--- src/common/ppu_pkg.sv ---
package ppu_pkg;

  // ============================================================
  // Display modes
  // ============================================================
  typedef enum logic [1:0] {
    mode_hblank = 2'd0,
    mode_vblank = 2'd1,
    mode_oam    = 2'd2,
    mode_draw   = 2'd3
  } ppu_mode_t;

  // ============================================================
  // Line and frame timing
  // ============================================================
  localparam logic [8:0] cycles_per_line = 9'd456;
  localparam logic [7:0] lines_per_frame = 8'd154;
  localparam logic [7:0] visible_lines   = 8'd144;
  localparam logic [8:0] mode2_len       = 9'd80;
  localparam logic [8:0] mode3_len       = 9'd172;
  localparam logic [7:0] screen_width    = 8'd160;

  // ============================================================
  // Address map
  // ============================================================
  localparam logic [15:0] vram_start = 16'h8000;
  localparam logic [15:0] vram_end   = 16'h9FFF;
  localparam logic [15:0] reg_base   = 16'hFF40;
  localparam int          vram_aw    = 13;
  localparam int          fifo_depth = 16;

  // Tile maps, as offsets into video memory
  localparam logic [12:0] map_base_lo = 13'h1800;
  localparam logic [12:0] map_base_hi = 13'h1C00;

  // Register offsets from reg_base
  localparam logic [2:0] reg_lcdc = 3'd0;
  localparam logic [2:0] reg_stat = 3'd1;
  localparam logic [2:0] reg_scy  = 3'd2;
  localparam logic [2:0] reg_scx  = 3'd3;
  localparam logic [2:0] reg_ly   = 3'd4;
  localparam logic [2:0] reg_lyc  = 3'd5;
  localparam logic [2:0] reg_bgp  = 3'd7;

endpackage

--- src/ppu/pixel_output.sv ---
`timescale 1ns/1ps

module pixel_output import ppu_pkg::*; (
  input  logic       clk,
  input  logic       reset,
  input  ppu_mode_t  mode,
  input  logic [7:0] ly,
  input  logic [7:0] bgp,
  output logic       flush,
  output logic       pop,
  input  logic [1:0] pop_idx,
  input  logic       empty,
  output logic       pixel_valid,
  output logic [7:0] pixel_x,
  output logic [7:0] pixel_y,
  output logic [1:0] pixel_shade
);

  ppu_mode_t  mode_q;
  logic [7:0] x_cnt;

  // Clear leftovers from the previous line as OAM scan begins
  assign flush = (mode == mode_oam) && (mode_q != mode_oam);
  assign pop   = (mode == mode_draw) && !empty && (x_cnt < screen_width);

  always_ff @(posedge clk or posedge reset) begin
    if (reset) begin
      mode_q      <= mode_vblank;
      x_cnt       <= '0;
      pixel_valid <= 1'b0;
    end else begin
      mode_q      <= mode;
      pixel_valid <= pop;
      if (flush) begin
        x_cnt <= '0;
      end else if (pop) begin
        x_cnt <= x_cnt + 8'd1;
      end
    end
  end

  // Index n picks BGP bits 2n+1..2n
  always_ff @(posedge clk) begin
    if (pop) begin
      pixel_x     <= x_cnt;
      pixel_y     <= ly;
      pixel_shade <= bgp[{pop_idx, 1'b0} +: 2];
    end
  end

endmodule

--- config.mk ---
export PLATFORM = sky130hd
export DESIGN_NAME = pixel_output
export DESIGN_NICKNAME = d
export VERILOG_FILES = /design/src/common/ppu_pkg.sv /design/src/ppu/pixel_output.sv
export SDC_FILE = /design/constraint.sdc
export NUM_CORES = 1
export LEC_CHECK = 0
export BUFFER_PORTS_ARGS = -buffer_cell sky130_fd_sc_hd__buf_2
export CELL_PAD_IN_SITES_DETAIL_PLACEMENT = 0
export CELL_PAD_IN_SITES_GLOBAL_PLACEMENT = 1
export CORE_ASPECT_RATIO = 1.4
export CORE_MARGIN = 2
export CORE_UTILIZATION = 40
export CTS_CLUSTER_SIZE = 8
export DETAILED_ROUTE_END_ITERATION = 6
export PLACE_DENSITY_LB_ADDON = 0.08
export SLEW_MARGIN = 30
export SYNTH_ARGS = -nofsm -noshare
export SYNTH_HDL_FRONTEND = slang
export SYNTH_SLANG_ARGS = --single-unit
--- constraint.sdc ---
create_clock -name clk -period 5 [get_ports clk]
set_input_delay 0.25 -clock clk [delete_from_list [all_inputs] [get_ports clk]]
set_output_delay 0.25 -clock clk [all_outputs]
set_load 0.02 [all_outputs]
# After elaboration in Yosys (flattened, before gate mapping)
# Index checks and enable logic that the tools add are counted.
# W data, S select, Z words.
# op_classes
muxes	2
n_reduce_logical	5
n_eq_ne	3
shifts	1
add_sub_neg	1
order_cmp	1
# ops
operator	count
$mux W8	2
$add A8 B1 Y8 const B	1
$lt A8 B8 Y1 const B	1
$shiftx A8 B4 Y2	1
$eq A2 B2 Y1 const B	2
$logic_and A1 B1 Y1	3
$ne A2 B2 Y1 const B	1
$reduce_bool A2 Y1	1
$logic_not A1 Y1	1
# word_totals
word_cells	19
output_inout_bits	21
regBits	29

# Depth between registers and ports, before layout
# logic_depth
depth_word	5
mapped_depth	4

# Worst setup path after synthesis
# OpenSTA, ideal clock, no wires.
# synth_path
path_type	flip-flop to flip-flop
startpoint	register x_cnt[5]
endpoint	register pixel_shade[0], enable pin
setup_ns	0.406
setup_slack_ns	2.726
required_time_ns	4.594
n_path_buf	1
arrival_ns	1.868
synth_period_minus_slack_ns	2.274
path_stages_with_launch	4
path_cell_list	dfrtp_1 > o21a_1 > clkbuf_1 > nor2_1
# synth_via
elab_chain_len	2
# synth_rtl
element	line_no	text
start, declared	pixel_output.sv:20	logic [7:0] x_cnt;
start signal, assigned	pixel_output.sv:37	x_cnt <= x_cnt + 8'd1;
$lt A8 B8 Y1	pixel_output.sv:24	assign pop = (mode == mode_draw) && !empty && (x_cnt < screen_width);
$logic_and A1 B1 Y1	pixel_output.sv:24	
via pop	pixel_output.sv:10	output logic pop,
end signal, assigned	pixel_output.sv:47	pixel_shade <= bgp[{pop_idx, 1'b0} +: 2];
end, declared	pixel_output.sv:16	output logic [1:0] pixel_shade
# The timed path passes the listed nets, and every way through them passes these cells.
# A chain may end at the register's enable or synchronous reset.

# Worst setup path after layout
# layout_path
startpoint	register x_cnt[5]
endpoint	output port pop
# layout_via
elab_chain_len	2
# layout_rtl
element	line_no
$lt A8 B8 Y1	pixel_output.sv:24
$logic_and A1 B1 Y1	pixel_output.sv:24
end, declared	pixel_output.sv:10
# Every way passes these cells.

==> metrics.txt <==
status=finished, final reports clean; Synth Warn #=0; Sequential cell area=817.0 sq um; cell leakage power=0.0006213 uW; FP Rows=22; FF+latch count, synth=29; first-pass GRT wire length=3160 um; later-pin clock latency in the skew report=0.32 ns; Die Wd=48.94 um; initial antenna violation count=0; post-cts gate resize count=0; vias in the first global route=717; 1st-pass router iterations=4; Final period util=0.3932; Post-Syn Area=1131 sq um; Post-Synthesis Cells=71; Syn Nets=95; fillers=251; final hold slack=0.05533 ns; clock sink count=29; Yosys top cell by area=edfxtp_1; Synth top cells by count=18 x edfxtp_1, 10 x dfrtp_1, 6 x o21ai_0; Slew HR=0.6498; slowest stage delay, CP=0.44 ns; Total GRT Usage=0.1403; drt wl/cell=12.12 um; largest net degree at the start of global routing=21; Max Clock Skew=0.01279 ns; Max Root-Sink Buffers=2; Die H=66.92 um; startpoint types=flop; CTS tree=yes; grt met1 use=0.1437; most area-consuming cells after synthesis=edfxtp_1 48%, dfrtp_1 22%, mux4_2 4.0%; slowest CP cell=dfrtp_1; vias per std cell=4.805; share of post-route cells with drive strength above 1=0.4634; CP delay by family, top=buffers and inverters; M2 GR Usage=0.2346; Root Buffer=clkbuf_4; Setup CP Type=flop to primary output; Setup Fix Bufs, Post-CTS=0; number of buffers created by CTS=5; number of routed nets with antenna violations=0; Hold Crit Class=primary input to flop; setup tns final=0 ns; Port Buffers=43; P per Cell Area=303.6 nW/um^2; DP HPWL=1456 um; clock slew at reported path FFs=0.09 ns; WP buf/inv=2; WL final=1927 um; drt drc=0; fin nets=146; DRT iter0 DRCs=16; syn_area_per_cell=15.93 sq um; post-synth top area share=0.4779; count of final setup violators=0; Main synth FF type=edfxtp_1; CTS Hold Bufs=1; grt ovf=0; register area share after synthesis=0.7223; global placement routability congestion=0.8113; DR vias=764; Critical Path Fanout Max=20; max-slew violation count=0; RSZ-0062 raised after global routing=no; crit path DAT=1.72 ns; worst slew pin tran=0.5233 ns; MaxCap Viol Count=0; final number of hold-violating endpoints=0; met3 usage=0.05605; Antenna Cells=0; synth unique cells=26; Starting Density=0.4236; Layout Area Growth over Synthesis=29.42%; die area=3275 sq um; Top Ports=44; Multi-input gate area=306.5 sq um; most frequent cell after synthesis=edfxtp_1; Post-synth ARST share=0.3793; min Tclk post-route=1.966 ns; CP endpoint kind=primary output; H-tree levels=2; busiest layer in global routing=met2; crit path cell chain=o21a_1 > nor2_1 > buf_4 > buf_2; Crit path required time=4.75 ns; fmax=508.6 MHz; Post-synth EDFFs=18; Worst IR Drop VDD=169.1 uV; Core ar.=2670 sq um
[worst reg2reg max path, delay by kind of cell, from the launching register on]
family | cells | cell delay (ns)
DFF | 1 | 0.44
and+or+nand+nor | 1 | 0.60
AOI/OAI and AO/OA | 2 | 0.55
[metal layers]
metal,part of all wire,wire [um]
met5,0,0
met4,0.019,36
met3,0.070,134
met2,0.54,1048
met1,0.37,707
[cell families (layout without fill, tap and decap cells)]
family,Yosys count,count (layout),share of synthesized area
adder cells (fa/ha/maj),1,1,0.01106
AO/OA/AOI/OAI,17,17,0.09291
multiplexers,4,4,0.05752
flip-flops,29,29,0.7224
buffers and inverters,2,54,0.006631
AND/OR/NAND/NOR,18,18,0.1095
[power breakdown]
group          switching [uW]  internal, uW
Combinational            20.4          16.5
Clock                    70.6          69.3
Sequential               4.17           264
Total                    95.1           349
[layout by cell type, fill, tap and decap left out, types with 2 or more instances in the layout]
cell type,n
clkbuf_1,2
mux2i_1,2
nand2_1,3
nand3_1,2
nor2_1,2
clkbuf_4,5
dfrtp_1,10
o21bai_1,2
buf_2,43
o31ai_1,2
or4_1,2
o21ai_0,6
edfxtp_1,18
a21oi_1,5
or3_1,2
mux4_2,2
[worst paths after layout]
path                           from          end  slack (ns)  cells after the start
max reg2reg                x_cnt[5]     x_cnt[7]        3.34                      3
max in group asynchronous     reset    mode_q[0]        4.19                      3
min reg2reg                x_cnt[7]   pixel_x[7]        0.49                      0
max                        x_cnt[5]          pop        3.03                      4
min in group asynchronous     reset  pixel_valid        0.48                      3
min                         mode[0]    mode_q[0]        0.06                      1
[stage by stage]
stage	cell area, sq um	setup WS (ns)	instances	total power [uW]	util
after floorplan	1131	2.726	71	292.1	-
after global placement	1395	3.392	150	309.4	0.5225
after detailed placement	1395	3.361	150	310.5	0.5225
after CTS	1464	3.007	159	452.6	0.5483
after global routing	1464	2.906	159	467.2	0.5483
final	1464	3.034	159	444.5	0.5483
[final cells by class]
| type | count | area share |
|---|---|---|
| Inverter | 1 | 0.002564 |
| Sequential cell | 29 | 0.5581 |
| Clock buffer | 8 | 0.04017 |
| Multi-Input combinational cell | 40 | 0.2094 |
| Tap cell | 36 | 0.03077 |
| Timing Repair Buffer | 45 | 0.1590 |
[flip-flops by register name (all words and copies together), names as in the netlist]
register and cells:
pixel_valid 1, pixel_shade 2, pixel_x 8, x_cnt 8, mode_q 2, pixel_y 8
No activity file was read; power rests on OpenSTA's default activity.
