## config.mk

```make
export PLATFORM = sky130hd
export DESIGN_NAME = ppu_mode_seq
export DESIGN_NICKNAME = d
export VERILOG_FILES = /design/src/common/ppu_pkg.sv /design/src/ppu/ppu_mode_seq.sv
export SDC_FILE = /design/constraint.sdc
export NUM_CORES = 1
export LEC_CHECK = 0
export CORE_MARGIN = 4
export CORE_UTILIZATION = 60
export CTS_CLUSTER_SIZE = 14
export DETAILED_ROUTE_END_ITERATION = 8
export DONT_BUFFER_PORTS = 1
export PLACE_DENSITY = 0.76
export SLEW_MARGIN = 0
export SYNTH_ARGS = -nofsm -noshare
export SYNTH_HDL_FRONTEND = slang
export SYNTH_SLANG_ARGS = --single-unit
```

## constraint.sdc

```tcl
create_clock -name clk -period 2.3 [get_ports clk]
set_clock_uncertainty 0.2 [all_clocks]
set_input_delay 0.23 -clock clk [delete_from_list [all_inputs] [get_ports clk]]
set_output_delay 0.23 -clock clk [all_outputs]
set_load 0.05 [all_outputs]
```

## src/common/ppu_pkg.sv

```systemverilog
package ppu_pkg;

  // ============================================================
  // Display modes
  // ============================================================
  typedef enum logic [1:0] {
    mode_hblank = 2'd0,
    mode_vblank = 2'd1,
    mode_oam    = 2'd2,
    mode_draw   = 2'd3
  } ppu_mode_t;

  // ============================================================
  // Line and frame timing
  // ============================================================
  localparam logic [8:0] cycles_per_line = 9'd456;
  localparam logic [7:0] lines_per_frame = 8'd154;
  localparam logic [7:0] visible_lines   = 8'd144;
  localparam logic [8:0] mode2_len       = 9'd80;
  localparam logic [8:0] mode3_len       = 9'd172;
  localparam logic [7:0] screen_width    = 8'd160;

  // ============================================================
  // Address map
  // ============================================================
  localparam logic [15:0] vram_start = 16'h8000;
  localparam logic [15:0] vram_end   = 16'h9FFF;
  localparam logic [15:0] reg_base   = 16'hFF40;
  localparam int          vram_aw    = 13;
  localparam int          fifo_depth = 16;

  // Tile maps, as offsets into video memory
  localparam logic [12:0] map_base_lo = 13'h1800;
  localparam logic [12:0] map_base_hi = 13'h1C00;

  // Register offsets from reg_base
  localparam logic [2:0] reg_lcdc = 3'd0;
  localparam logic [2:0] reg_stat = 3'd1;
  localparam logic [2:0] reg_scy  = 3'd2;
  localparam logic [2:0] reg_scx  = 3'd3;
  localparam logic [2:0] reg_ly   = 3'd4;
  localparam logic [2:0] reg_lyc  = 3'd5;
  localparam logic [2:0] reg_bgp  = 3'd7;

endpackage

```

## src/ppu/ppu_mode_seq.sv

```systemverilog
`timescale 1ns/1ps

module ppu_mode_seq import ppu_pkg::*; (
  input  logic       clk,
  input  logic       reset,
  output logic [8:0] dot,
  output logic [7:0] ly,
  output ppu_mode_t  mode
);

  logic line_end;

  assign line_end = (dot == cycles_per_line - 9'd1);

  always_ff @(posedge clk or posedge reset) begin
    if (reset) begin
      dot  <= '0;
      ly   <= '0;
      mode <= mode_oam;
    end else if (line_end) begin
      dot <= '0;
      if (ly == lines_per_frame - 8'd1) begin
        // Back to the top of the frame
        ly   <= '0;
        mode <= mode_oam;
      end else begin
        ly <= ly + 8'd1;
        if (ly == visible_lines - 8'd1) begin
          mode <= mode_vblank;
        end else if (mode != mode_vblank) begin
          mode <= mode_oam;
        end
      end
    end else begin
      dot <= dot + 9'd1;
      // Mode 3 starts at dot 80, mode 0 at dot 252
      if (mode == mode_oam && dot == mode2_len - 9'd1) begin
        mode <= mode_draw;
      end else if (mode == mode_draw && dot == mode2_len + mode3_len - 9'd1) begin
        mode <= mode_hblank;
      end
    end
  end

  // Drawing never happens during vblank lines
  assert property (@(posedge clk) disable iff (reset)
    (mode == mode_draw) |-> (ly < visible_lines));

endmodule

```

Yosys cells after proc, flatten, opt, wreduce, memory -nomap -nowiden
Index checks and enable logic that the tools add are counted.

Bits in registers: 19. Bits in latches: 0. Bits in writable memories: 0. ROM bits: 0. Input bits: 2. Output and inout bits: 19. Memories kept: 0.

Add/subtract/negate cells: 2. $mul: 0. Divide/modulo/power cells: 0. Order comparisons: 0. Equality and inequality tests: 9. Shift-type cells: 0. Mux-type cells: 8. Bitwise logic cells: 0. Reductions and logical operators: 4.

Operators with widths (count): == test 8 bit (second input constant) (2); two-way mux 2 bit (6); adder 9 x 1 -> 9 bit (second input constant) (1); == test 9 x 7 -> 1 bit (second input constant) (1); == test 9 x 8 -> 1 bit (second input constant) (1); == test 9 bit (second input constant) (1); two-way mux 9 bit (1); adder 8 x 1 -> 8 bit (second input constant) (1); two-way mux 8 bit (1); == test 2 bit (second input constant) (2); inequality test 4 x 1 -> 1 bit (second input constant) (1); nonzero test 3 bit (1); logical AND 1 bit (2); inequality test 2 x 1 -> 1 bit (second input constant) (1); AND reduction 2 bit (1).

Depth between registers and ports, before layout
Word-level depth: 5. Gate-level depth with buffers: 6. Mapped depth without buffers: 6.

Least setup slack after synthesis
No wires, ideal clock.

Kind: register to register. Start point: register dot[0]. End point: register ly[7]. Arrival time: 1.717 ns. Data required time: 1.982 ns. Setup slack: 0.265 ns. Stages on the path, launching flop included: 7. Path buffers: 1. Cell sequence: dfrtp_1 -> ha_1 -> and4bb_1 -> nand2_1 -> buf_6 -> a21o_1 -> a21o_1.

Longest elaborated chain between the ends: 1.

RTL lines: start: declaration (line ppu_mode_seq.sv:6) `output logic [8:0] dot,`; start signal: assignment (line ppu_mode_seq.sv:35) `dot <= dot + 9'd1;`; == test 9 bit (line ppu_mode_seq.sv:13) `assign line_end = (dot == cycles_per_line - 9'd1);`; end signal: assignment (line ppu_mode_seq.sv:27) `ly <= ly + 8'd1;`; end: declaration (line ppu_mode_seq.sv:7) `output logic [7:0] ly,`.

No other way between the ends. A chain may end at the register's enable or synchronous reset.

Worst setup path in the final report
Start point: register ly[1]. End point: register ly[7].

Longest elaborated chain between the ends: 2.

RTL lines: adder 8 x 1 -> 8 bit or == test 8 bit (tied branches) (line ppu_mode_seq.sv:27, ppu_mode_seq.sv:22); two-way mux 8 bit * (line ppu_mode_seq.sv:22) `if (ly == lines_per_frame - 8'd1) begin`.

Every way passes the cells marked *; elsewhere a longest branch is shown, timed or not.

==> run metrics <==
htree depth=1; Critical Path Sink Type=flop; PwrDens=406 nW/um^2; Avg Synthesized Cell Area=9.99 um^2; CTS tree=built; Seq/Total Area, Yosys=44.6%; most frequent cells in the layout=buf_4, dfrtp_1, nand2_1; combinational share of power=1.5%; worst-path maximum fanout=6; routability congestion estimate=0.796; first-pass GRT wire length=4350 um; switching power=0.107 mW; die width=50.2 um; pin count of the biggest net entering global routing=20; DRT Wirelength=2430 um; CTS-repair resized insts=0; Clock power frac=33.0%; nature of the critical path startpoint=flop; ANT cells=0; nets@finish=135; post-layout min period=1.91 ns; Clk Tree Root Cell=clkbuf_4; final hold vios=0; non-filler cells in the finished layout=153; critical path data required time=2.29 ns; max_cap viols=0; EDFF count, synth=0; Slew Limit Fails=0; initial antenna violation count=0; slew margin rel.=52.1%; FP Rows=14; drt wl/cell=15.8 um; run status=finished clean; Synth Instances=107; worst vdd ir=0.333 mV; Synth async-reset ratio=100%; # IOs=21; number of instances in the placed design=148; DR DRC count=0; total negative setup slack=0 ns; Internal=0.403 mW; final setup fails=0; Final ANT Viol Nets=0; WS Path Type=flop to flop; Net Sw Frac=21.0%; commonest non-fill, non-tap cell in the layout=buf_4; gr ovfl total=0; Inserted Clock Buffers=3; unique cell type count in the Yosys netlist=39; period utilization=83.0%; worst min path class=primary input to asynchronous set/reset pin; Total GRT Usage=22.3%; DIE AREA=2520 um^2; initial DRC count=23; worst-case clock buffer depth=2; critical path arrival=1.90 ns; part of the power in registers=65.5%; Num Clock Sinks=19; vias=916; synthesized area=1070 um^2; Starting Density=67.0%; PortBufs=0; Die H=50.2 um; clock slew at reported path FFs=0.11 ns; fill count=122; vias in the first global route=942; worst skew pair latency=0.29 ns; layout cells sized above 1=20.9%; postcts setup bufs=0; top_reg_cell synth=dfrtp_1; Fmax=524 MHz; DP HPWL=1830 um; Leak=0.617 nW; RSZ-0062 raised after global routing=false; syn nets=112; worst-margin pin slew=0.717 ns; yosys warns=0; Yosys reg bits=19; synth-to-layout area growth=17.4%; core box area=1590 um^2; Via density=5.99; drt pass-1 iters=4
what timing repair did:
| item | 4_1_cts | 5_1_grt |
|---|---|---|
| setup endpoints to repair | 0 | 0 |
| hold endpoints to repair | 18 | 0 |
| hold buffers | 1 | 0 |
state kept, by name, indices dropped and copies added, names as in the netlist:
| name | cells |
|---|---|
| dot | 9 |
| ly | 8 |
| mode | 2 |
critical path: stages, from the launching register on:
cell and delay (ns):
dfrtp_1 0.43, inv_1 0.10, ha_1 0.15, nor2b_1 0.20, nand4_1 0.28, a21o_1 0.26
a21o_1 0.18
path summary, 6_finish.rpt:
path,depth (start not counted),end,from,slack (ns)
hold reg to reg,1,ly[5]$_DFFE_PP0N_,ly[5]$_DFFE_PP0N_,0.34
max in group asynchronous,2,dot[8]$_DFF_PP0_,reset,1.16
min in group clk,1,ly[5]$_DFFE_PP0N_,ly[5]$_DFFE_PP0N_,0.34
hold / removal,2,ly[0]$_DFFE_PP0N_,reset,0.29
setup / recovery,6,ly[7]$_DFFE_PP0N_,ly[1]$_DFFE_PP0N_,0.39
setup reg to reg,6,ly[7]$_DFFE_PP0N_,ly[1]$_DFFE_PP0N_,0.39
kinds of logic after synthesis:
family	synth area share, %
simple gates	27.4
compound gates	13.2
flops	44.6
xor+xnor	5.74
buf+inv	4.57
fa+ha+maj	3.51
mux	0.937
layer usage:
metal  up-vias  track usage [%]  part of all wire [%]
li1        435                -                     -
met1       446             30.3                    43
met2        33             36.3                    50
met3         2             5.62                   7.1
met4         0             4.15                  0.33
met5         -                0                     0
power groups by stage:
stage | Combinational (mW) | Clock [mW] | Sequential [mW]
final | 0.00770 | 0.168 | 0.334
after global routing | 0.00942 | 0.189 | 0.334
after detailed placement | 0.00701 | 0 | 0.340
after global placement | 0.00678 | 0 | 0.340
after floorplan | 0.00500 | 0 | 0.340
after CTS | 0.00829 | 0.172 | 0.334
synthesized netlist by cell type, types with 2 or more instances:
library cell	number	share of area, %
dfrtp_1	18	42
nand2_1	8	2.8
nor2_1	7	2.5
nand3_1	6	2.8
xor2_1	6	4.9
a21o_1	5	3.5
a21oi_1	4	1.9
and3_1	4	2.3
nand4_1	4	2.3
and2_1	3	1.8
ha_1	3	3.5
inv_1	3	1.1
nor3_1	3	1.4
o21ai_0	3	1.4
a31oi_1	2	1.2
buf_4	2	1.4
buf_6	2	2.1
nand3b_1	2	1.4
or3_1	2	1.2
stage by stage:
step	power [mW]	hold WS, ns	utilization (%)	worst slack, ns	area [um^2]
floorplan	0.345	-0.0196	-	0.265	1070
global placement	0.347	0.0706	76.5	0.505	1220
detailed placement	0.347	0.0822	76.5	0.440	1220
finish	0.510	0.289	78.7	0.392	1250
global route	0.533	0.362	78.7	0.289	1250
CTS	0.514	0.312	78.7	0.425	1250
area by class of cell:
class	instances	area [um^2]	area share [%]
clock buffers	4	26.3	2.09
multi-input cells	81	543	43.3
flip-flops and latches	19	477	38.0
repair buffers	22	168	13.4
inverters	3	11.3	0.897
well taps	24	30.0	2.39
(Power assumes the default switching activity.)
