[src/common/ppu_pkg.sv]
package ppu_pkg;

  // ============================================================
  // Display modes
  // ============================================================
  typedef enum logic [1:0] {
    mode_hblank = 2'd0,
    mode_vblank = 2'd1,
    mode_oam    = 2'd2,
    mode_draw   = 2'd3
  } ppu_mode_t;

  // ============================================================
  // Line and frame timing
  // ============================================================
  localparam logic [8:0] cycles_per_line = 9'd456;
  localparam logic [7:0] lines_per_frame = 8'd154;
  localparam logic [7:0] visible_lines   = 8'd144;
  localparam logic [8:0] mode2_len       = 9'd80;
  localparam logic [8:0] mode3_len       = 9'd172;
  localparam logic [7:0] screen_width    = 8'd160;

  // ============================================================
  // Address map
  // ============================================================
  localparam logic [15:0] vram_start = 16'h8000;
  localparam logic [15:0] vram_end   = 16'h9FFF;
  localparam logic [15:0] reg_base   = 16'hFF40;
  localparam int          vram_aw    = 13;
  localparam int          fifo_depth = 16;

  // Tile maps, as offsets into video memory
  localparam logic [12:0] map_base_lo = 13'h1800;
  localparam logic [12:0] map_base_hi = 13'h1C00;

  // Register offsets from reg_base
  localparam logic [2:0] reg_lcdc = 3'd0;
  localparam logic [2:0] reg_stat = 3'd1;
  localparam logic [2:0] reg_scy  = 3'd2;
  localparam logic [2:0] reg_scx  = 3'd3;
  localparam logic [2:0] reg_ly   = 3'd4;
  localparam logic [2:0] reg_lyc  = 3'd5;
  localparam logic [2:0] reg_bgp  = 3'd7;

endpackage

[src/ppu/ppu_bus_slave.sv]
`timescale 1ns/1ps

module ppu_bus_slave import ppu_pkg::*; (
  input  logic               clk,
  input  logic               reset,
  input  logic               wb_cyc,
  input  logic               wb_stb,
  input  logic               wb_we,
  input  logic [15:0]        wb_adr,
  input  logic [7:0]         wb_dat_w,
  output logic [7:0]         wb_dat_r,
  output logic               wb_ack,
  input  ppu_mode_t          mode,
  input  logic [7:0]         ly,
  output logic [7:0]         lcdc,
  output logic [7:0]         scy,
  output logic [7:0]         scx,
  output logic [7:0]         bgp,
  output logic               cpu_req,
  output logic               cpu_we,
  output logic [vram_aw-1:0] cpu_addr,
  output logic [7:0]         cpu_wdata,
  input  logic [7:0]         cpu_rdata,
  input  logic               cpu_done,
  input  logic               cpu_blocked
);

  logic       is_vram;
  logic       is_reg;
  logic       reg_cycle;
  logic       reg_ack;
  logic       vram_busy;
  logic [7:0] lyc;
  logic [7:0] stat;
  logic [7:0] reg_rdata;
  logic [7:0] rdata_q;

  // ============================================================
  // Address decode and VRAM request
  // ============================================================
  assign is_vram   = wb_adr inside {[vram_start:vram_end]};
  assign is_reg    = (wb_adr[15:3] == reg_base[15:3]);
  assign reg_cycle = wb_cyc && wb_stb && !is_vram && !reg_ack;

  assign cpu_req   = wb_cyc && wb_stb && is_vram && !vram_busy;
  assign cpu_we    = wb_we;
  assign cpu_addr  = vram_aw'(wb_adr - vram_start);
  assign cpu_wdata = wb_dat_w;

  // ============================================================
  // Register read mux
  // ============================================================
  assign stat = {1'b1, 4'b0000, (ly == lyc), mode};

  always_comb begin
    reg_rdata = 8'hFF;
    if (is_reg) begin
      case (wb_adr[2:0])
        reg_lcdc: reg_rdata = lcdc;
        reg_stat: reg_rdata = stat;
        reg_scy:  reg_rdata = scy;
        reg_scx:  reg_rdata = scx;
        reg_ly:   reg_rdata = ly;
        reg_lyc:  reg_rdata = lyc;
        reg_bgp:  reg_rdata = bgp;
        default:  reg_rdata = 8'hFF;
      endcase
    end
  end

  always_ff @(posedge clk or posedge reset) begin
    if (reset) begin
      reg_ack   <= 1'b0;
      vram_busy <= 1'b0;
      lcdc      <= 8'h00;
      scy       <= 8'h00;
      scx       <= 8'h00;
      lyc       <= 8'h00;
      bgp       <= 8'hE4;
    end else begin
      reg_ack <= reg_cycle;
      if (cpu_req) begin
        vram_busy <= 1'b1;
      end else if (cpu_done) begin
        vram_busy <= 1'b0;
      end
      // LY and STAT are read only
      if (reg_cycle && wb_we && is_reg) begin
        case (wb_adr[2:0])
          reg_lcdc: lcdc <= wb_dat_w;
          reg_scy:  scy  <= wb_dat_w;
          reg_scx:  scx  <= wb_dat_w;
          reg_lyc:  lyc  <= wb_dat_w;
          reg_bgp:  bgp  <= wb_dat_w;
          default:  ;
        endcase
      end
    end
  end

  always_ff @(posedge clk) begin
    if (reg_cycle) begin
      rdata_q <= reg_rdata;
    end
  end

  assign wb_ack   = reg_ack || cpu_done;
  assign wb_dat_r = cpu_done ? (cpu_blocked ? 8'hFF : cpu_rdata) : rdata_q;

  // One-cycle ack, from either path
  assert property (@(posedge clk) disable iff (reset)
    wb_ack |=> !wb_ack);

endmodule

[config.mk]
export PLATFORM = sky130hd
export DESIGN_NAME = ppu_bus_slave
export DESIGN_NICKNAME = d
export VERILOG_FILES = /design/src/common/ppu_pkg.sv /design/src/ppu/ppu_bus_slave.sv
export SDC_FILE = /design/constraint.sdc
export NUM_CORES = 1
export LEC_CHECK = 0
export CORE_UTILIZATION = 55
export CTS_CLUSTER_SIZE = 28
export DETAILED_ROUTE_END_ITERATION = 10
export DONT_BUFFER_PORTS = 1
export PLACE_DENSITY = 0.7
export SETUP_SLACK_MARGIN = 0.2
export SLEW_MARGIN = 20
export SYNTH_ARGS = -nofsm -noshare
export SYNTH_HDL_FRONTEND = slang
export SYNTH_SLANG_ARGS = --single-unit
[constraint.sdc]
create_clock -name clk -period 3.3 [get_ports clk]
set_input_delay 0.165 -clock clk [delete_from_list [all_inputs] [get_ports clk]]
set_output_delay 0.165 -clock clk [all_outputs]
set_load 0.005 [all_outputs]
### Word-level counts from Yosys, hierarchy flattened

Index checks and enable logic that the tools add are counted.

| storage, ports and cells | value |
|---|---|
| bits in registers | 50 |
| latch bits | 0 |
| memory bits (writable) | 0 |
| memory bits (read-only) | 0 |
| memories kept | 0 |

| operators by class | value |
|---|---|
| $add $sub $neg | 1 |
| multipliers | 0 |
| div/mod/pow operators | 0 |
| order comparisons | 2 |
| eq/ne operators | 8 |
| shift-type cells | 0 |
| muxes and demuxes | 5 |
| bitwise logic cells | 0 |
| reductions and logical operators | 19 |

Operators with widths:

| cell | count |
|---|---|
| 8-bit one-hot mux with 7 select lines | 1 |
| 16-bit greater-or-equal comparator (second input constant) | 1 |
| 16-bit <= comparator (second input constant) | 1 |
| 8-bit 2-to-1 mux | 2 |
| 13-bit == test (second input constant) | 1 |
| 13-bit by 1-bit subtractor with 13-bit output (second input constant) | 1 |
| 2-bit AND reduction | 5 |
| 3-bit == test (second input constant) | 3 |
| 8-bit == test | 1 |
| 1-bit logical AND | 8 |
| 3-bit by 2-bit == test with 1-bit output (second input constant) | 2 |
| 3-bit by 1-bit == test with 1-bit output (second input constant) | 1 |
| 1-bit logical NOT | 3 |
| 3-bit logical NOT | 1 |
| 1-bit 2-to-1 mux | 2 |
| 2-bit nonzero test | 1 |
| 1-bit logical OR | 1 |

### Logic depth before layout (Yosys ltp)

| logic depth | value |
|---|---|
| word-level depth | 8 |
| gate-level depth with buffers | 6 |
| depth with buffers taken out | 4 |

### Worst setup path after synthesis

No wires, ideal clock.

| timing | value |
|---|---|
| kind | flip-flop to flip-flop |
| from | register reg_ack |
| to | register lcdc[0] |
| arrival time | 1.721 ns |
| slack | 1.454 ns |
| stages on the path, launching flop included | 5 |
| buffers on the path | 0 |
| period minus slack after synthesis | 1.846 ns |
| cells stage by stage | dfrtp_1 nand3b_1 nor2_1 nand4_2 mux2_2 |

| between the ends | value |
|---|---|
| word-level cells in the longest chain between the ends | 5 |

RTL lines:

| element | line | RTL |
|---|---|---|
| from (decl) | ppu_bus_slave.sv:31 | `logic reg_ack;` |
| from (signal assigned) | ppu_bus_slave.sv:81 | `reg_ack <= reg_cycle;` |
| 1-bit logical NOT | ppu_bus_slave.sv:43 | `assign reg_cycle = wb_cyc && wb_stb && !is_vram && !reg_ack;` |
| 1-bit logical AND | ppu_bus_slave.sv:43 |  |
| via reg_cycle | ppu_bus_slave.sv:30 | `logic reg_cycle;` |
| 1-bit logical AND (2 in series) | ppu_bus_slave.sv:88 | `if (reg_cycle && wb_we && is_reg) begin` |
| 2-bit AND reduction (no line) | -- |  |
| to (signal assigned) | ppu_bus_slave.sv:90 | `reg_lcdc: lcdc <= wb_dat_w;` |
| to (decl) | ppu_bus_slave.sv:15 | `output logic [7:0] lcdc,` |

The timed path passes the listed nets, and every way through them passes these cells.
A chain may end at the register's enable or synchronous reset.

### Worst setup path after layout

| timing | value |
|---|---|
| from | register reg_ack |
| to | register scy[4] |

| between the ends | value |
|---|---|
| word-level cells in the longest chain between the ends | 5 |

RTL lines:

| element | line | RTL |
|---|---|---|
| 1-bit logical NOT | ppu_bus_slave.sv:43 |  |
| 1-bit logical AND | ppu_bus_slave.sv:43 |  |
| via reg_cycle | ppu_bus_slave.sv:30 |  |
| 1-bit logical AND (2 in series) | ppu_bus_slave.sv:88 |  |
| 2-bit AND reduction (no line) | -- |  |
| to (signal assigned) | ppu_bus_slave.sv:91 | `reg_scy: scy <= wb_dat_w;` |
| to (decl) | ppu_bus_slave.sv:16 | `output logic [7:0] scy,` |

The timed path passes the listed nets, and every way through them passes these cells.

==> summary.md <==
| Metric | Value |
|---|---|
| Clk_lat worst skew | 300 ps |
| Clock-pin slew on the worst setup and hold paths | 90 ps |
| Via count | 1,811 |
| Core area | 4790 sq um |
| Hold Path End | scy[2] |
| CTS Root Cell | clkbuf_8 |
| Post-Syn Area | 2760 sq um |
| CP peak stage delay | 670 ps |
| Reg2reg path depth | 4 |
| DR iter-0 viols | 137 |
| Layout Cells excl Fill | 279 |
| Number of global-route vias before repair | 1,753 |
| Antenna cells | 0 |
| Synth area leader | dfrtp_1 |
| Area Overhead vs Synth | 2.49% |
| Post-route DRC violation count | 0 |
| Routed Antenna Nets | 0 |
| Unique masters post-synth | 43 |
| GP Congestion | 0.873 |
| Max Cap Viol | 0 |
| Worst R2R End | scy[4] |
| Post-CTS Setup Inserts | 0 |
| H-tree depth | 2 |
| Slew HR | 43.3% |
| Async SR Flop Fraction | 84.0% |
| Final Hold Viols | 0 |
| # rows | 25 |
| GR Util All Layers | 24.4% |
| Main synth FF type | dfrtp_1 |
| Post-synth top area share | 34.4% |
| Max Clk Rate | 0.436 GHz |
| Hold Buf Count CTS | 1 |
| CTS sink count | 50 |
| Sequential element share of the synthesized area | 46.9% |
| Post-CTS sizing | 0 |
| EDFF count, synth | 8 |
| Gr ovfl total | 0 |
| Worst path cell trace | nand3b_1, nor2_1, nand4_2, mux2_2 |
| Chip width | 72.9 um |
| Estimated wirelength of the detail-placed design | 4.27 mm |
| Final Critical Period | 2290 ps |
| CP max stage cell | nor2_1 |
| Slew Viols, Final | 0 |
| Pwr dens | 398 nW/um^2 |
| Critical Path Fanout Max | 11 |
| CP endpoint kind | flip-flop |
| Iteration count of the initial detailed-routing pass | 4 |
| Hold path cells | 1 |
| Cells after Synth | 226 |
| Multi-input logic area | 1240 sq um |
| Placed instance count | 263 |
| Nets | 260 |
| Reg2reg start | reg_ack |
| Status | completed |
| Worst vdd ir | 0.218 mV |
| Pin count of the biggest net entering global routing | 43 |
| Initial core utilization | 57.7% |
| Die Area | 5310 sq um |
| Synth top area cells | dfrtp_1, mux2_2, edfxtp_1 |
| Die span in y | 72.9 um |
| Post-Syn Nets | 275 |
| Critical Path Source | reg_ack |
| Period utilisation layout | 69.4% |
| Wire length per cell | 22.2 um |
| Synth Register Bits | 50 |
| Worst hold margin | 8.48 ps |
| Worst path required time | 3490 ps |
| Reg2reg setup slack | 1010 ps |
| Finish-stage setup viols | 0 |
| Hold Crit Class | primary input to flip-flop |
| Syn avg cell area | 12.2 sq um |
| Pre-CTS setup slack | 1010 ps |
| RSZ-0062 raised after global routing | no |
| Clock Path Buffers | 2 |
| Clock Skews | 4.97 ps |
| Port bufs | 0 |
| Layout cells sized above 1 | 33.0% |
| Storage element area | 1300 sq um |
| CTS tree | built |
| Initial antenna violation count | 0 |
| Worst Max-Slew Pin Slew | 848 ps |
| P_leak | 1.32 nW |
| Commonest non-fill, non-tap cell in the layout | mux2_2 |
| I/O pin count | 113 |
| Drt total wl | 6.19 mm |
| CP startpoint kind | flip-flop |
| Synth warnings | 0 |
| Fillers | 382 |
| Worst Setup Slack, final | 1010 ps |
| Hold_sp | wb_dat_w[2] |
| Via/cell ratio | 6.49 |
| Total CTS buffers | 5 |
| CP Data Arrival Time | 2480 ps |
| Final setup TNS | 0 ps |
| Total Power | 1.13 mW |
| Worst setup path category | flip-flop to flip-flop |
| First-pass GRT wire length | 9.41 mm |
| Most frequent cells in the layout | mux2_2, dfrtp_1, nor2_1 |
[worst max-delay path: cells and delay by family, from the launching register on]
family        cells  cell delay, ps
mux               1             420
simple gates      3            1380
flops             1             380
[flip-flops by register name (all words and copies together) (netlist names)]
name,cells
lcdc,8
scy,8
vram_busy,1
rdata_q,8
scx,8
lyc,8
reg_ack,1
bgp,8
[kinds of logic (layout without fill, tap and decap cells)]
group | Yosys count | count (layout) | synth area share (%)
DFF | 50 | 50 | 46.9
buffers and inverters | 36 | 22 | 8.24
and+or+nand+nor | 43 | 43 | 10.5
AOI/OAI and AO/OA | 34 | 34 | 9.19
xor gates and xnor gates | 8 | 8 | 2.54
muxes | 55 | 55 | 22.6
[Yosys cell counts, drive strengths merged (2+ instances only)]
master and count:
nand3 2, o22a 7, mux2i 5, inv 4, mux2 49, a221oi 8, o211ai 2, a311oi 2
nor3 3, and4b 2, nand2 3, dfrtp 38, dfstp 4, clkbuf 3, nor2 11, xor2 8
and2 2, nor4 3, buf 28, o21ai 5, a21oi 5, nand4 5, and3 2, nor2b 4
edfxtp 8
[area by class of cell]
class                      count  share of cell area, %
clock inverter                 1                   1.06
tap                           67                   2.96
sequential                    50                   45.8
multi-input combinational    140                   43.7
inverter                       5                  0.663
timing repair buffer           9                   3.09
clock buffer                   7                   2.70
[power breakdown]
| part | leakage (nW) | internal (mW) | switching (mW) |
|---|---|---|---|
| clock | 0.0524 | 0.227 | 0.198 |
| sequential | 0.647 | 0.631 | 0.00160 |
| combinational | 0.622 | 0.0309 | 0.0373 |
[per-layer routing]
| layer | global-route usage (%) | wire (um) |
|---|---|---|
| met1 | 30.3 | 2410 |
| met2 | 38.9 | 3050 |
| met3 | 8.01 | 612 |
| met4 | 10.9 | 123 |
| met5 | 0 | 0 |
[through the flow]
step                      utilization, %  area (sq um)
after floorplan                        -          2760
after global placement              55.3          2650
after detailed placement            55.3          2650
after CTS                           57.7          2760
after global routing                59.2          2830
final                               59.2          2830
[worst max-delay path by stage]
stage,end,slack (ps),depth (start not counted)
2_1_floorplan,lcdc[0],1450,4
3_3_place_gp,scy[2],1190,4
3_5_place_dp,scy[7],1010,4
4_1_cts,scy[4],990,4
5_1_grt,scy[4],810,4
6_report,scy[4],1010,4
No activity file was read; power rests on OpenSTA's default activity.
