===== config.mk =====
export PLATFORM = sky130hd
export DESIGN_NAME = bg_fetcher
export DESIGN_NICKNAME = d
export VERILOG_FILES = /design/src/common/ppu_pkg.sv /design/src/ppu/bg_fetcher.sv
export SDC_FILE = /design/constraint.sdc
export NUM_CORES = 1
export LEC_CHECK = 0
export BUFFER_PORTS_ARGS = -buffer_cell sky130_fd_sc_hd__buf_2
export CAP_MARGIN = 20
export CORE_ASPECT_RATIO = 1.25
export CORE_MARGIN = 3
export CORE_UTILIZATION = 57
export CTS_CLUSTER_DIAMETER = 80
export CTS_CLUSTER_SIZE = 10
export DETAILED_ROUTE_END_ITERATION = 10
export PLACE_DENSITY_LB_ADDON = 0.12
export SYNTH_ARGS = -nofsm -noshare
export SYNTH_HDL_FRONTEND = slang
export SYNTH_SLANG_ARGS = --single-unit

===== constraint.sdc =====
create_clock -name clk -period 7 [get_ports clk]
set_clock_uncertainty 0.15 [all_clocks]
set_input_delay 1.05 -clock clk [delete_from_list [all_inputs] [get_ports clk]]
set_output_delay 1.05 -clock clk [all_outputs]
set_load 0.005 [all_outputs]

===== src/common/ppu_pkg.sv =====
package ppu_pkg;

  // ============================================================
  // Display modes
  // ============================================================
  typedef enum logic [1:0] {
    mode_hblank = 2'd0,
    mode_vblank = 2'd1,
    mode_oam    = 2'd2,
    mode_draw   = 2'd3
  } ppu_mode_t;

  // ============================================================
  // Line and frame timing
  // ============================================================
  localparam logic [8:0] cycles_per_line = 9'd456;
  localparam logic [7:0] lines_per_frame = 8'd154;
  localparam logic [7:0] visible_lines   = 8'd144;
  localparam logic [8:0] mode2_len       = 9'd80;
  localparam logic [8:0] mode3_len       = 9'd172;
  localparam logic [7:0] screen_width    = 8'd160;

  // ============================================================
  // Address map
  // ============================================================
  localparam logic [15:0] vram_start = 16'h8000;
  localparam logic [15:0] vram_end   = 16'h9FFF;
  localparam logic [15:0] reg_base   = 16'hFF40;
  localparam int          vram_aw    = 13;
  localparam int          fifo_depth = 16;

  // Tile maps, as offsets into video memory
  localparam logic [12:0] map_base_lo = 13'h1800;
  localparam logic [12:0] map_base_hi = 13'h1C00;

  // Register offsets from reg_base
  localparam logic [2:0] reg_lcdc = 3'd0;
  localparam logic [2:0] reg_stat = 3'd1;
  localparam logic [2:0] reg_scy  = 3'd2;
  localparam logic [2:0] reg_scx  = 3'd3;
  localparam logic [2:0] reg_ly   = 3'd4;
  localparam logic [2:0] reg_lyc  = 3'd5;
  localparam logic [2:0] reg_bgp  = 3'd7;

endpackage


===== src/ppu/bg_fetcher.sv =====
`timescale 1ns/1ps

module bg_fetcher import ppu_pkg::*; (
  input  logic               clk,
  input  logic               reset,
  input  ppu_mode_t          mode,
  input  logic [8:0]         dot,
  input  logic [7:0]         ly,
  input  logic [7:0]         lcdc,
  input  logic [7:0]         scy,
  input  logic [7:0]         scx,
  output logic               fetch_req,
  output logic [vram_aw-1:0] fetch_addr,
  input  logic [7:0]         fetch_rdata,
  output logic               push,
  output logic [1:0]         push_idx,
  input  logic               free_ge8
);

  logic [7:0] line_y;
  logic [4:0] tile_col;
  logic [1:0] fcnt;
  logic [7:0] tile_num;
  logic [7:0] plane_lo;
  logic [7:0] buf_lo;
  logic [7:0] buf_hi;
  logic       buf_full;
  logic [7:0] sh_lo;
  logic [7:0] sh_hi;
  logic [2:0] sh_cnt;
  logic       active;
  logic       start;
  logic       load;

  assign line_y = ly + scy;
  assign active = (mode == mode_draw);
  assign start  = active && (dot == mode2_len);

  // ============================================================
  // Fetch side: map byte, low plane, high plane
  // ============================================================
  assign fetch_req = active && !start && (fcnt != 2'd3) && !(fcnt == 2'd0 && buf_full);

  always_comb begin
    case (fcnt)
      2'd0:    fetch_addr = (lcdc[3] ? map_base_hi : map_base_lo) +
                            {3'b000, line_y[7:3], tile_col};
      // Map byte arrives this cycle
      2'd1:    fetch_addr = {1'b0, fetch_rdata, line_y[2:0], 1'b0};
      default: fetch_addr = {1'b0, tile_num, line_y[2:0], 1'b1};
    endcase
  end

  // ============================================================
  // Push side: eight indices per tile, MSB first
  // ============================================================
  assign load     = active && !start && (sh_cnt == 3'd0) && buf_full && free_ge8;
  assign push     = active && !start && ((sh_cnt != 3'd0) || load);
  assign push_idx = (sh_cnt != 3'd0) ? {sh_hi[7], sh_lo[7]} : {buf_hi[7], buf_lo[7]};

  always_ff @(posedge clk or posedge reset) begin
    if (reset) begin
      tile_col <= '0;
      fcnt     <= '0;
      buf_full <= 1'b0;
      sh_cnt   <= '0;
    end else if (start) begin
      // Coarse scroll only
      tile_col <= scx[7:3];
      fcnt     <= '0;
      buf_full <= 1'b0;
      sh_cnt   <= '0;
    end else if (active) begin
      if (load) begin
        buf_full <= 1'b0;
        sh_cnt   <= 3'd7;
      end else if (sh_cnt != 3'd0) begin
        sh_cnt <= sh_cnt - 3'd1;
      end
      case (fcnt)
        2'd0: if (!buf_full) fcnt <= 2'd1;
        2'd1: fcnt <= 2'd2;
        2'd2: fcnt <= 2'd3;
        default: begin
          fcnt     <= 2'd0;
          buf_full <= 1'b1;
          tile_col <= tile_col + 5'd1;
        end
      endcase
    end
  end

  always_ff @(posedge clk) begin
    if (active && !start) begin
      if (fcnt == 2'd1) tile_num <= fetch_rdata;
      if (fcnt == 2'd2) plane_lo <= fetch_rdata;
      if (fcnt == 2'd3) begin
        buf_lo <= plane_lo;
        buf_hi <= fetch_rdata;
      end
      if (load) begin
        sh_lo <= {buf_lo[6:0], 1'b0};
        sh_hi <= {buf_hi[6:0], 1'b0};
      end else if (sh_cnt != 3'd0) begin
        sh_lo <= {sh_lo[6:0], 1'b0};
        sh_hi <= {sh_hi[6:0], 1'b0};
      end
    end
  end

endmodule


# Word level (Yosys, flattened, before mapping)
# Cells that the tools add are included.
[classes]
mux = 22
n_reduce_logical = 27
n_eq_ne = 9
n_addsub = 4
[ops]
columns = ["cell", "n"]
rows = [
  ["$mux W8", 4],
  ["$pmux W13 S2", 1],
  ["$reduce_and A2 Y1", 8],
  ["$mux W5", 3],
  ["$add A12 B11 Y13", 1],
  ["$mux W3", 4],
  ["$mux W11", 1],
  ["$eq A9 B7 Y1 const B", 1],
  ["$logic_and A1 B1 Y1", 9],
  ["$add A8 B8 Y8", 1],
  ["$mux W2", 4],
  ["$eq A2 B2 Y1 const B", 3],
  ["$pmux W2 S3", 1],
  ["$reduce_bool A3 Y1", 2],
  ["$add A5 B1 Y5 const B", 1],
  ["$mux W1", 4],
  ["$reduce_bool A2 Y1", 2],
  ["$logic_not A3 Y1", 1],
  ["$ne A3 B1 Y1 const B", 1],
  ["$ne A3 B3 Y1 const B", 1],
  ["$reduce_or A3 Y1", 1],
  ["$sub A3 B1 Y3 const B", 1],
  ["$eq A2 B1 Y1 const B", 1],
  ["$logic_not A1 Y1", 2],
  ["other kinds (4)", 4],
]
[totals]
reg_bits = 57
word_cells = 72
input_bits = 54
output_inout_bits = 17

# Longest topological paths before layout
[logic_depth]
word_depth = 11
ltp_mapped = 8
depth_no_buf = 7

# Least setup slack after synthesis
# OpenSTA, ideal clock, no wires.
[synth_timing]
kind = "input -> output"
from = "input port dot[4]"
to = "output port push"
required_ns = 5.800
path_stages = 4
arrival_ns = 2.627
n_path_buf = 1
slack_ns = 3.173
path_cell_list = "nor4b_2 > and4b_1 > buf_6 > nor3_1"
[synth_between]
elab_chain_cells = 9
[synth_rtl]
columns = ["item", "line_no", "text"]
rows = [
  ["start: declaration", "bg_fetcher.sv:7", "input logic [8:0] dot,"],
  ["$eq A9 B7 Y1 *", "bg_fetcher.sv:37", "assign start = active && (dot == mode2_len);"],
  ["$logic_and A1 B1 Y1 *", "bg_fetcher.sv:37", ""],
  ["$logic_not A1 Y1 *", "bg_fetcher.sv:57, bg_fetcher.sv:58", ""],
  ["$logic_and A1 B1 Y1 *", "bg_fetcher.sv:57, bg_fetcher.sv:58", ""],
  ["$logic_and A1 B1 Y1 (3 in a row)", "bg_fetcher.sv:57", "assign load = active && !start && (sh_cnt == 3'd0) && buf_full && free_ge8;"],
  ["$logic_or A1 B1 Y1", "bg_fetcher.sv:58", "assign push = active && !start && ((sh_cnt != 3'd0) || load);"],
  ["$logic_and A1 B1 Y1 *", "bg_fetcher.sv:58", ""],
  ["end: declaration", "bg_fetcher.sv:15", "output logic push,"],
]
# Every way passes the cells marked *; elsewhere a longest branch is shown, timed or not.

# Worst setup path in the final report
[layout_timing]
from = "input port ly[0]"
to = "output port fetch_addr[8]"
[layout_between]
elab_chain_cells = 3
[layout_rtl]
columns = ["item", "line_no", "text"]
rows = [
  ["start: declaration", "bg_fetcher.sv:8", "input logic [7:0] ly,"],
  ["$add A8 B8 Y8", "bg_fetcher.sv:35", "assign line_y = ly + scy;"],
  ["$add A12 B11 Y13", "bg_fetcher.sv:46", "2'd0: fetch_addr = (lcdc[3] ? map_base_hi : map_base_lo) +"],
  ["$pmux W13 S2", "bg_fetcher.sv:45", "case (fcnt)"],
  ["end: declaration", "bg_fetcher.sv:13", "output logic [vram_aw-1:0] fetch_addr,"],
]
# No other way between the ends.

==> reports/metrics.json <==
{
  "outcome": {"value": "complete, no violations"},
  "area.growth.synth_to_final": {"value": 18.5, "unit": "%"},
  "yosys_most_used_dff": {"value": "sky130_fd_sc_hd__edfxtp_1"},
  "holdBufCountCts": {"value": 0},
  "layout_net_count": {"value": 337},
  "synth.top_cells.by_area": {"value": "sky130_fd_sc_hd__edfxtp_1 50%, sky130_fd_sc_hd__dfrtp_1 10%, sky130_fd_sc_hd__ha_1 6.3%"},
  "post-synth-top-area-fraction": {"value": 0.500},
  "post-synth-top-area-cell": {"value": "sky130_fd_sc_hd__edfxtp_1"},
  "insertion_delay": {"value": 0.32, "unit": "ns"},
  "cts_resized": {"value": 0},
  "vias": {"value": 1814},
  "die_height": {"value": 83.8, "unit": "µm"},
  "critPathMaxFanout": {"value": 2},
  "m1WireLength": {"value": 2.07, "unit": "mm"},
  "wire_length_of_the_first_global_routing_pass": {"value": 8.06, "unit": "mm"},
  "timing.critical_path.cells": {"value": "buf_2 -> ha_1 -> fa_1 -> a21oi_1 -> o21ai_0 -> a21oi_1 -> xor2_1 -> o21ai_0 -> buf_2"},
  "clock-root-buffer": {"value": "sky130_fd_sc_hd__clkbuf_8"},
  "total_power": {"value": 1.02, "unit": "mW"},
  "tns": {"value": 0, "unit": "ns"},
  "grt_usage": {"value": 0.195},
  "setup.worst_path.start_class": {"value": "input pin"},
  "core-area": {"value": 4530, "unit": "µm²"},
  "first_iter_violations": {"value": 93},
  "die_area": {"value": 5720, "unit": "µm²"},
  "layout_cell_share_with_drive_strength_beyond_1": {"value": 0.335},
  "drc": {"value": 0},
  "placement.io_buffers": {"value": 60},
  "post_dp_cell_area": {"value": 3090, "unit": "µm²"},
  "final_setup_slack_of_the_worst_path": {"value": 3.08, "unit": "ns"},
  "antenna_found_initial": {"value": 0},
  "multi_input_comb_area": {"value": 1020, "unit": "µm²"},
  "synth.cell_area": {"value": 2760, "unit": "µm²"},
  "pre_cts_ws": {"value": 2.94, "unit": "ns"},
  "holdWs": {"value": 0.266, "unit": "ns"},
  "worstPathArrival": {"value": 2.72, "unit": "ns"},
  "die-width": {"value": 68.2, "unit": "µm"},
  "clk_pin_slew": {"value": 0.06, "unit": "ns"},
  "place_hpwl": {"value": 3.70, "unit": "mm"},
  "maximum_number_of_pins_on_one_net_before_global_route_repair": {"value": 18},
  "max_slew_margin": {"value": 0.511},
  "worst-slew-pin-transition": {"value": 0.734, "unit": "ns"},
  "tritoncts": {"value": "yes"},
  "synth.lib_cells_used.distinct": {"value": 37},
  "avgSynthCellArea": {"value": 13.6, "unit": "µm²"},
  "async_flop_share": {"value": 0.193},
  "non_filler_instance_count_after_layout": {"value": 330},
  "timing.final.hold_violations": {"value": 0},
  "standard_cell_row_count": {"value": 27},
  "drt-pass1-iter-count": {"value": 4},
  "max_cap_violations": {"value": 0},
  "clockBufferDepth": {"value": 2},
  "numClockSinks": {"value": 57},
  "synth-edff-count": {"value": 46},
  "starting_density_of_the_core": {"value": 0.610},
  "post_synth_inst_count": {"value": 203},
  "utilization_after_layout": {"value": 0.723},
  "yosysSeqAreaShare": {"value": 0.600},
  "first_global_vias": {"value": 1718},
  "number_of_max_slew_violations_in_the_final_report": {"value": 0},
  "setup_violations": {"value": 0},
  "power_per_cell_area": {"value": 311, "unit": "nW/µm²"},
  "fill_cells": {"value": 353},
  "antenna-diode-count": {"value": 0},
  "layout.area.seq": {"value": 1660, "unit": "µm²"},
  "maxClockFrequency": {"value": 255, "unit": "MHz"},
  "total_leakage_power": {"value": 1.37, "unit": "nW"},
  "place_inst": {"value": 314},
  "pin_count": {"value": 71},
  "route.detailed.wl_per_inst": {"value": 15.1, "unit": "µm"},
  "grt_overflow": {"value": 0},
  "cts_made_buffers": {"value": 9},
  "post_synth_most_frequent_cells": {"value": "46 x sky130_fd_sc_hd__edfxtp_1, 18 x sky130_fd_sc_hd__a21oi_1, 15 x sky130_fd_sc_hd__nand2_1"},
  "synth.ff_latch_count": {"value": 57},
  "syn_nets": {"value": 272},
  "worst_ir_drop_vdd": {"value": 0.000196, "unit": "V"},
  "holdCritPathClass": {"value": "flop to flop"},
  "period_share": {"value": 0.560},
  "dr.max_layer_used": {"value": "met4"},
  "finish.instance_area": {"value": 3270, "unit": "µm²"},
  "final_antenna_net_count": {"value": 0},
  "post-route-min-period": {"value": 3.92, "unit": "ns"},
  "yosys_warnings": {"value": 0},
  "routed_wl": {"value": 4.98, "unit": "mm"},
  "route.met2.wl": {"value": 2.54, "unit": "mm"},
  "critical_path.slowest_cell": {"value": "sky130_fd_sc_hd__fa_1"},
  "wl_met3": {"value": 268, "unit": "µm"},
  "cp-end-kind": {"value": "primary output"},
  "critPathKind": {"value": "input pin to primary output"},
  "timing.critical_path.required": {"value": 5.80, "unit": "ns"},
  "setup_fix_buffers_added_after_clock_tree_synthesis": {"value": 0},
  "unrepaired_setup_endpoints_after_global_routing": {"value": "no"},
  "h-tree-depth": {"value": 3},
  "place.gp.congestion": {"value": 0.758},
  "timing.critical_path.slowest_cell_delay": {"value": 0.40, "unit": "ns"},
  "synthMostInstantiatedCell": {"value": "sky130_fd_sc_hd__edfxtp_1"},
  "vias_per_cell": {"value": 5.50}
}
[registers in the layout, summed over array words and instances, names as in the netlist]
name      cells
buf_full      1
buf_hi        8
buf_lo        8
fcnt          2
plane_lo      8
sh_cnt        3
sh_hi         7
sh_lo         7
tile_col      5
tile_num      8
[power breakdown]
part | total, mW | internal, mW | switching [mW]
logic | 0.298 | 0.139 | 0.159
clock network | 0.276 | 0.159 | 0.118
registers | 0.444 | 0.414 | 0.0305
[metal layers]
metal / GRT usage / vias up
met5: 0 / -
li1: - / 891
met1: 0.228 / 863
met4: 0.0759 / 0
met3: 0.0795 / 11
met2: 0.311 / 49
[worst paths after layout]
| kind | startpoint | cells past startpoint | slack (ns) | end |
|---|---|---|---|---|
| min | plane_lo[5]$_DFFE_PP_ | 0 | 0.27 | buf_lo[5]$_DFFE_PP_ |
| min reg2reg | plane_lo[5]$_DFFE_PP_ | 0 | 0.27 | buf_lo[5]$_DFFE_PP_ |
| max reg2reg | sh_cnt[0]$_DFFE_PP0P_ | 7 | 4.90 | sh_lo[4]$_DFFE_PP_ |
| min in group asynchronous | reset | 2 | 0.57 | tile_col[0]$_DFFE_PP0P_ |
| max in group asynchronous | reset | 2 | 5.81 | sh_cnt[1]$_DFFE_PP0P_ |
| max | ly[0] | 9 | 3.08 | fetch_addr[8] |
[cells by family (layout without fill, tap and decap cells)]
family	after synthesis	after routing	synth area share
muxes	16	16	0.0752
xor gates and xnor gates	11	11	0.0349
adders and majority gates	15	15	0.0707
DFF	57	57	0.600
and+or+nand+nor	44	44	0.0875
buffers and inverters	16	85	0.0313
AOI/OAI and AO/OA	44	44	0.100
[area by class of cell]
type                    count  area share
clock buffers              10      0.0390
clock inverters             5      0.0145
inverters                   9      0.0103
multi-input cells         130       0.312
flip-flops and latches     57       0.506
well taps                  58      0.0222
repair buffers             61      0.0952
[cell usage in the layout (no fill, tap or decap), types with 2 or more instances in the layout]
cell type	n
sky130_fd_sc_hd__edfxtp_1	46
sky130_fd_sc_hd__nand2b_1	2
sky130_fd_sc_hd__clkbuf_8	9
sky130_fd_sc_hd__mux2_4	8
sky130_fd_sc_hd__xor2_1	7
sky130_fd_sc_hd__ha_1	14
sky130_fd_sc_hd__inv_1	9
sky130_fd_sc_hd__nor4b_1	2
sky130_fd_sc_hd__mux2i_1	2
sky130_fd_sc_hd__a22o_1	3
sky130_fd_sc_hd__a22oi_1	7
sky130_fd_sc_hd__nor2_1	8
sky130_fd_sc_hd__nand4_1	2
sky130_fd_sc_hd__mux2_2	6
sky130_fd_sc_hd__clkinv_2	2
sky130_fd_sc_hd__and2_1	6
sky130_fd_sc_hd__clkinv_1	2
sky130_fd_sc_hd__o22a_1	3
sky130_fd_sc_hd__xnor2_1	4
sky130_fd_sc_hd__o21ai_0	8
sky130_fd_sc_hd__dfrtp_1	11
sky130_fd_sc_hd__nand2_1	15
sky130_fd_sc_hd__buf_2	60
sky130_fd_sc_hd__a21oi_1	18
[critical path, delay by kind of cell]
family                   cells  cell delay [ns]
adder cells (fa/ha/maj)      2             0.61
buffers and inverters        2             0.24
XOR/XNOR                     1             0.17
AO/OA/AOI/OAI                4             0.66
(Power assumes the default switching activity.)
